===== src/hdl/rca_pkg.sv =====
package rca_pkg;

    // data word and grid shape
    localparam int XLEN = 32;
    localparam int GRID_NUM_ROWS = 2;
    localparam int GRID_NUM_COLS = 2;
    localparam int NUM_READ_PORTS = 2;

    // io mux inputs are the read ports, then the previous row slots, then the row constant
    localparam int IO_UNIT_MUX_INPUTS = NUM_READ_PORTS + GRID_NUM_COLS + 1;

    // slot mux inputs are the previous row slots, then the own io unit, then the left neighbour
    localparam int GRID_MUX_INPUTS = GRID_NUM_COLS + 2;

    // one mux module serves both sizes and its vector fits the larger one
    localparam int XBAR_NUM_INPUTS = IO_UNIT_MUX_INPUTS;

    localparam int IO_SEL_W = $clog2(IO_UNIT_MUX_INPUTS);
    localparam int SLOT_SEL_W = $clog2(GRID_MUX_INPUTS);

    localparam int IO_FIFO_DEPTH = 4;
    localparam int FIFO_PTR_W = $clog2(IO_FIFO_DEPTH);
    localparam int FIFO_CNT_W = $clog2(IO_FIFO_DEPTH + 1);

    typedef enum logic [1:0] {
        SLOT_ADD = 2'd0,
        SLOT_SUB = 2'd1, // operand 1 minus operand 2
        SLOT_XOR = 2'd2,
        SLOT_MUL = 2'd3  // low word of the product
    } slot_op_t;

    // word carried on every grid wire
    typedef struct packed {
        logic valid;
        logic [XLEN-1:0] data;
    } grid_word_t;

    localparam grid_word_t GRID_WORD_NONE = '0;

    typedef struct packed {
        logic [IO_SEL_W-1:0] mux_sel;
        logic output_mode; // 0 pass, 1 fifo
        logic [XLEN-1:0] row_const;
    } io_cfg_t;

    typedef struct packed {
        logic [SLOT_SEL_W-1:0] sel1;
        logic [SLOT_SEL_W-1:0] sel2;
        slot_op_t op;
    } slot_cfg_t;

endpackage

===== src/hdl/grid_row.sv =====
`timescale 1ns/1ns

module grid_row (
    input logic clk,
    input logic rst,
    input logic [rca_pkg::XLEN-1:0] rs_vals [rca_pkg::NUM_READ_PORTS],
    input logic rs_valid,
    input rca_pkg::grid_word_t prev_slots [rca_pkg::GRID_NUM_COLS],
    input rca_pkg::io_cfg_t io_cfg,
    input rca_pkg::slot_cfg_t slot_cfg [rca_pkg::GRID_NUM_COLS],
    input logic fifo_rst,
    input logic fifo_pop,
    output rca_pkg::grid_word_t io_out,
    output rca_pkg::grid_word_t slot_out [rca_pkg::GRID_NUM_COLS]
);

    localparam int CONST_IDX = rca_pkg::NUM_READ_PORTS + rca_pkg::GRID_NUM_COLS;
    localparam int IO_IDX = rca_pkg::GRID_NUM_COLS;
    localparam int LEFT_IDX = rca_pkg::GRID_NUM_COLS + 1;

    rca_pkg::grid_word_t io_mux_in [rca_pkg::XBAR_NUM_INPUTS];
    rca_pkg::grid_word_t io_mux_out;

    rca_pkg::grid_word_t slot_mux_in [rca_pkg::GRID_NUM_COLS][rca_pkg::XBAR_NUM_INPUTS];
    rca_pkg::grid_word_t slot_opnd1 [rca_pkg::GRID_NUM_COLS];
    rca_pkg::grid_word_t slot_opnd2 [rca_pkg::GRID_NUM_COLS];

    // read ports and the constant share the row valid
    always_comb begin
        for (int i = 0; i < rca_pkg::NUM_READ_PORTS; i++) begin
            io_mux_in[i] = {rs_valid, rs_vals[i]};
        end
        for (int k = 0; k < rca_pkg::GRID_NUM_COLS; k++) begin
            io_mux_in[rca_pkg::NUM_READ_PORTS + k] = prev_slots[k];
        end
        io_mux_in[CONST_IDX] = {rs_valid, io_cfg.row_const};
    end

    grid_xbar_mux io_mux (
        .data_in(io_mux_in),
        .data_sel(io_cfg.mux_sel),
        .data_out(io_mux_out)
    );

    grid_io_block io_unit (
        .clk,
        .rst,
        .data_in(io_mux_out),
        .output_mode(io_cfg.output_mode),
        .fifo_rst,
        .fifo_pop,
        .data_out(io_out)
    );

    // both operand muxes of a slot see the same input vector
    always_comb begin
        for (int j = 0; j < rca_pkg::GRID_NUM_COLS; j++) begin
            for (int k = 0; k < rca_pkg::XBAR_NUM_INPUTS; k++) begin
                slot_mux_in[j][k] = rca_pkg::GRID_WORD_NONE;
            end
            for (int k = 0; k < rca_pkg::GRID_NUM_COLS; k++) begin
                slot_mux_in[j][k] = prev_slots[k];
            end
            slot_mux_in[j][IO_IDX] = io_out;
            // column 0 has no left neighbour
            if (j > 0) begin
                slot_mux_in[j][LEFT_IDX] = slot_out[j-1];
            end
        end
    end

    genvar j;
    generate
        for (j = 0; j < rca_pkg::GRID_NUM_COLS; j++) begin : slots
            grid_xbar_mux opnd1_mux (
                .data_in(slot_mux_in[j]),
                .data_sel(rca_pkg::IO_SEL_W'(slot_cfg[j].sel1)),
                .data_out(slot_opnd1[j])
            );

            grid_xbar_mux opnd2_mux (
                .data_in(slot_mux_in[j]),
                .data_sel(rca_pkg::IO_SEL_W'(slot_cfg[j].sel2)),
                .data_out(slot_opnd2[j])
            );

            grid_pr_slot pr_slot (
                .clk,
                .rst,
                .data_in1(slot_opnd1[j]),
                .data_in2(slot_opnd2[j]),
                .op(slot_cfg[j].op),
                .data_out(slot_out[j])
            );
        end
    endgenerate

endmodule


===== src/hdl/grid_pr_slot.sv =====
`timescale 1ns/1ns

module grid_pr_slot (
    input logic clk,
    input logic rst,
    input rca_pkg::grid_word_t data_in1,
    input rca_pkg::grid_word_t data_in2,
    input rca_pkg::slot_op_t op,
    output rca_pkg::grid_word_t data_out
);

    logic [rca_pkg::XLEN-1:0] op_result;
    logic both_valid;

    assign both_valid = data_in1.valid && data_in2.valid;

    always_comb begin
        case (op)
            rca_pkg::SLOT_ADD: op_result = data_in1.data + data_in2.data;
            rca_pkg::SLOT_SUB: op_result = data_in1.data - data_in2.data;
            rca_pkg::SLOT_XOR: op_result = data_in1.data ^ data_in2.data;
            // keeps only the low word of the product
            rca_pkg::SLOT_MUL: op_result = data_in1.data * data_in2.data;
            default: op_result = '0;
        endcase
    end

    always_ff @(posedge clk) begin
        if (rst) begin
            data_out.valid <= 1'b0;
        end else begin
            data_out.valid <= both_valid;
        end
        data_out.data <= op_result;
    end

endmodule


===== src/hdl/grid_io_block.sv =====
`timescale 1ns/1ns

module grid_io_block (
    input logic clk,
    input logic rst,
    input rca_pkg::grid_word_t data_in,
    input logic output_mode,
    input logic fifo_rst,
    input logic fifo_pop,
    output rca_pkg::grid_word_t data_out
);

    rca_pkg::grid_word_t pass_reg;

    logic [rca_pkg::XLEN-1:0] fifo_mem [rca_pkg::IO_FIFO_DEPTH];
    logic [rca_pkg::FIFO_PTR_W-1:0] wr_ptr;
    logic [rca_pkg::FIFO_PTR_W-1:0] rd_ptr;
    logic [rca_pkg::FIFO_CNT_W-1:0] fifo_count;
    logic fifo_full;
    logic fifo_empty;
    logic push;
    logic pop;

    assign fifo_full = (fifo_count == rca_pkg::FIFO_CNT_W'(rca_pkg::IO_FIFO_DEPTH));
    assign fifo_empty = (fifo_count == '0);

    // a push into a full fifo is lost since there is no back-pressure
    assign push = output_mode && data_in.valid && !fifo_full;
    assign pop = fifo_pop && !fifo_empty;

    // pass path
    always_ff @(posedge clk) begin
        if (rst) begin
            pass_reg.valid <= 1'b0;
        end else begin
            pass_reg.valid <= data_in.valid;
        end
        pass_reg.data <= data_in.data;
    end

    always_ff @(posedge clk) begin
        if (push) begin
            fifo_mem[wr_ptr] <= data_in.data;
        end
    end

    always_ff @(posedge clk) begin
        if (rst || fifo_rst) begin
            wr_ptr <= '0;
            rd_ptr <= '0;
            fifo_count <= '0;
        end else begin
            if (push) begin
                wr_ptr <= wr_ptr + 1'b1;
            end
            if (pop) begin
                rd_ptr <= rd_ptr + 1'b1;
            end
            case ({push, pop})
                2'b10: fifo_count <= fifo_count + 1'b1;
                2'b01: fifo_count <= fifo_count - 1'b1;
                default: fifo_count <= fifo_count;
            endcase
        end
    end

    // head of the fifo is visible while anything is buffered
    always_comb begin
        if (output_mode) begin
            data_out.valid = !fifo_empty;
            data_out.data = fifo_mem[rd_ptr];
        end else begin
            data_out = pass_reg;
        end
    end

endmodule


===== src/hdl/grid_xbar_mux.sv =====
`timescale 1ns/1ns

module grid_xbar_mux (
    input rca_pkg::grid_word_t data_in [rca_pkg::XBAR_NUM_INPUTS],
    input logic [rca_pkg::IO_SEL_W-1:0] data_sel,
    output rca_pkg::grid_word_t data_out
);

    // valid and data move together, an unmatched select yields an empty word
    always_comb begin
        data_out = rca_pkg::GRID_WORD_NONE;
        for (int i = 0; i < $size(data_in); i++) begin
            if (data_sel == rca_pkg::IO_SEL_W'(i)) begin
                data_out = data_in[i];
            end
        end
    end

endmodule


===== config.mk =====
export PLATFORM = sky130hd
export DESIGN_NAME = grid_row
export DESIGN_NICKNAME = d
export VERILOG_FILES = /design/src/hdl/rca_pkg.sv /design/src/hdl/grid_row.sv /design/src/hdl/grid_pr_slot.sv /design/src/hdl/grid_io_block.sv /design/src/hdl/grid_xbar_mux.sv
export SDC_FILE = /design/constraint.sdc
export NUM_CORES = 2
export LEC_CHECK = 0
export ABC_AREA = 1
export BUFFER_PORTS_ARGS = -buffer_cell sky130_fd_sc_hd__buf_2
export CAP_MARGIN = 20
export CORE_ASPECT_RATIO = 1.1
export CORE_MARGIN = 2
export CORE_UTILIZATION = 52
export DETAILED_ROUTE_END_ITERATION = 7
export PLACE_DENSITY = 0.67
export REMOVE_ABC_BUFFERS = 1
export SLEW_MARGIN = 20
export SYNTH_ARGS = -nofsm -noshare
export SYNTH_HDL_FRONTEND = slang
export SYNTH_SLANG_ARGS = --single-unit

===== constraint.sdc =====
create_clock -name clk -period 27.5 [get_ports clk]
set_input_delay 6.875 -clock clk [delete_from_list [all_inputs] [get_ports clk]]
set_output_delay 6.875 -clock clk [all_outputs]
set_load 0.01 [all_outputs]

==> impl_metrics.env <==
export IMPL_outcome="finished clean"
export IMPL_grt_pass1_wl_mm=290
export IMPL_cts_sinks=236
export IMPL_drc=0
export IMPL_worstPathMaxFanout=65
export IMPL_cts_root_buf="clkbuf_16"
export IMPL_synth_top_family_by_area="adder cells"
export IMPL_ys_flop_type="edfxtp_1"
export IMPL_cts_resized=0
export IMPL_min_to="io_unit.fifo_count[0]"
export IMPL_crit_path_end_kind="output pin"
export IMPL_port_buffers=281
export IMPL_async_flop_share_pct=0
export IMPL_place_area_um2=54400
export IMPL_hold_viol_final=0
export IMPL_fin_nets=8501
export IMPL_largest_register_ffs=128
export IMPL_die_w_um=304
export IMPL_cts_setup_buffers=0
export IMPL_grt_total_usage_pct=38.0
export IMPL_synth_seq_cells=236
export IMPL_synth_xor_area_share_pct=2.14
export IMPL_cp_num_buf_inv=4
export IMPL_holdBufCountCts=0
export IMPL_place_inst=8411
export IMPL_r2r_cells=36
export IMPL_io_pins=282
export IMPL_cp_slowest_cell="buf_4"
export IMPL_drive_gt1_share_pct=8.75
export IMPL_crit_chain="buf_2, buf_4, inv_1, o21ai_0, buf_2"
export IMPL_worstMarginPinSlew_ns=1.15
export IMPL_cap_violations=0
export IMPL_synth_seq_area_share_pct=11.7
export IMPL_yosys_area_share_adder_pct=40.2
export IMPL_cpPeakStageDelay_ns=0.59
export IMPL_setup_tns_ns=0
export IMPL_final_common_cell="inv_1"
export IMPL_period_needed_ns=15.44
export IMPL_final_util_pct=56.2
export IMPL_dieArea_um2=102000
export IMPL_rows=121
export IMPL_grt_max_degree=66
export IMPL_setup_worst_path_class="in2out"
export IMPL_clock_latency_ns=0.62
export IMPL_drtPass1Iterations=8
export IMPL_yosys_area_share_simple_pct=21.3
export IMPL_synth_cell_types=71
export IMPL_hpwl_mm=143
export IMPL_first_global_vias=48600
export IMPL_post_route_period_util_pct=56.2
export IMPL_start_util_pct=52.3
export IMPL_regToRegEndpoint="slots[1].pr_slot.data_out[31]"
export IMPL_maxSlewViolCount=0
export IMPL_syn_area_um2=51500
export IMPL_fin_worst_skew_ns=0.0361
export IMPL_cts_buffers=30
export IMPL_core_area_um2=98600
export IMPL_min_path_cells=2
export IMPL_reg2reg_slack_ns=17.59
export IMPL_synth_compound_area_share_pct=8.68
export IMPL_grt_overflow=0
export IMPL_synth_mux_area_share_pct=0
export IMPL_cts_htree_levels=1
export IMPL_area_growth_pct=7.48
export IMPL_grt_setup_unrepaired="no"
export IMPL_cp_common_cell="buf_2"
export IMPL_clock_path_buffers=3
export IMPL_viasPerCell=5.68
export IMPL_grt_antenna_before_repair=12
export IMPL_synthCells=7017
export IMPL_fillCellCount=9459
export IMPL_ant_nets=0
export IMPL_layout_common_cells="inv_1 (1,835), nand2_1 (1,763), fa_1 (819)"
export IMPL_synth_warnings=0
export IMPL_cts_tree="yes"
export IMPL_fin_area_um2=55400
export IMPL_max_freq_mhz=64.8
export IMPL_clk_pin_slew_ns=0.06
export IMPL_gp_congestion=1.02
export IMPL_crit_family="buffers and inverters"
export IMPL_cp_start_kind="input pin"
export IMPL_worstHoldPathType="reg2reg"
export IMPL_die_h_um=334
export IMPL_cp_data_required_time_ns=20.62
export IMPL_syn_avg_cell_area_um2=7.35
export IMPL_hold_start="io_unit.fifo_count[0]"
export IMPL_wl_mm=193
export IMPL_num_vias=48100
export IMPL_synth_edf_count=128
export IMPL_setup_violations_final=0
export IMPL_drt_iter0_markers=4770
export IMPL_final_cells=8475
export IMPL_max_slew_margin_rel_pct=22.9
export IMPL_arrival_ns=8.57
export IMPL_post_drt_wl_per_cell_um=22.7
==> through the flow <==
stage	hold WS [ns]	setup slack, ns
6_report	0.496	12.06
5_1_grt	0.534	12.02
4_1_cts	0.496	12.16
3_5_place_dp	0.488	12.11
3_3_place_gp	0.484	12.24
2_1_floorplan	0.464	12.95
==> Yosys cell counts (25+ instances only) <==
library cell / n / area share, %
dfxtp_1: 108 / 4.2
o211ai_1: 37 / 0.54
inv_1: 1836 / 13
buf_2: 42 / 0.41
o21ai_0: 183 / 1.8
edfxtp_1: 128 / 7.5
o22ai_1: 120 / 1.5
a21oi_1: 226 / 2.2
nor2_1: 223 / 1.6
clkbuf_1: 206 / 1.5
or2_2: 53 / 0.64
buf_1: 48 / 0.35
nor3_1: 25 / 0.24
ha_1: 347 / 8.4
xor2_1: 72 / 1.2
fa_1: 819 / 32
nand3_1: 367 / 3.6
nand3b_1: 61 / 0.89
nand2_1: 1767 / 13
xnor2_1: 54 / 0.92
==> cells by family after synthesis <==
| group | after synthesis |
|---|---|
| flip-flops | 236 |
| adder cells (fa/ha/maj) | 1166 |
| AND/OR/NAND/NOR | 2596 |
| XOR/XNOR | 126 |
| buffers and inverters | 2159 |
| AO/OA/AOI/OAI | 734 |
==> area by class of cell <==
class	instances	area (um^2)	share of cell area, %
tap	1291	1620	2.92
antenna	9	22.5	0.0407
inverter	1852	6950	12.6
timing repair buffer	410	2370	4.29
sequential	236	6010	10.8
clock buffer	37	840	1.52
clock inverter	18	126	0.228
multi-input combinational	4622	37500	67.6
==> worst register-to-register path, delay by kind of cell (launching register included) <==
| kind | cells | cell delay, ns |
|---|---|---|
| fa+ha+maj | 9 | 3.76 |
| simple gates | 16 | 2.55 |
| buf+inv | 7 | 1.65 |
| compound gates | 4 | 1.00 |
| flops | 1 | 0.89 |
==> how the worst max path moves through the flow <==
stage	to	start	cells after the start	slack, ns
floorplan	slots[1].pr_slot.data_out[30]	slot_cfg[3]	28	12.95
global placement	io_out[32]	io_cfg[32]	5	12.24
detailed placement	slots[1].pr_slot.data_out[31]	io_cfg[32]	34	12.11
CTS	io_out[32]	io_cfg[32]	5	12.16
global route	io_out[32]	io_cfg[32]	5	12.02
finish	io_out[32]	io_cfg[32]	5	12.06
==> metal layers <==
metal	track usage, %	part of all wire (%)	up-vias
li1	-	-	21300
met1	45.1	36	23300
met2	63.8	47	2702
met3	6.52	9.7	767
met4	25.0	8.0	6
met5	0	0.014	-
Power is left out: the tool's default activity adds up to more than one toggle a clock period on the data nets, which glitch-free logic cannot reach.
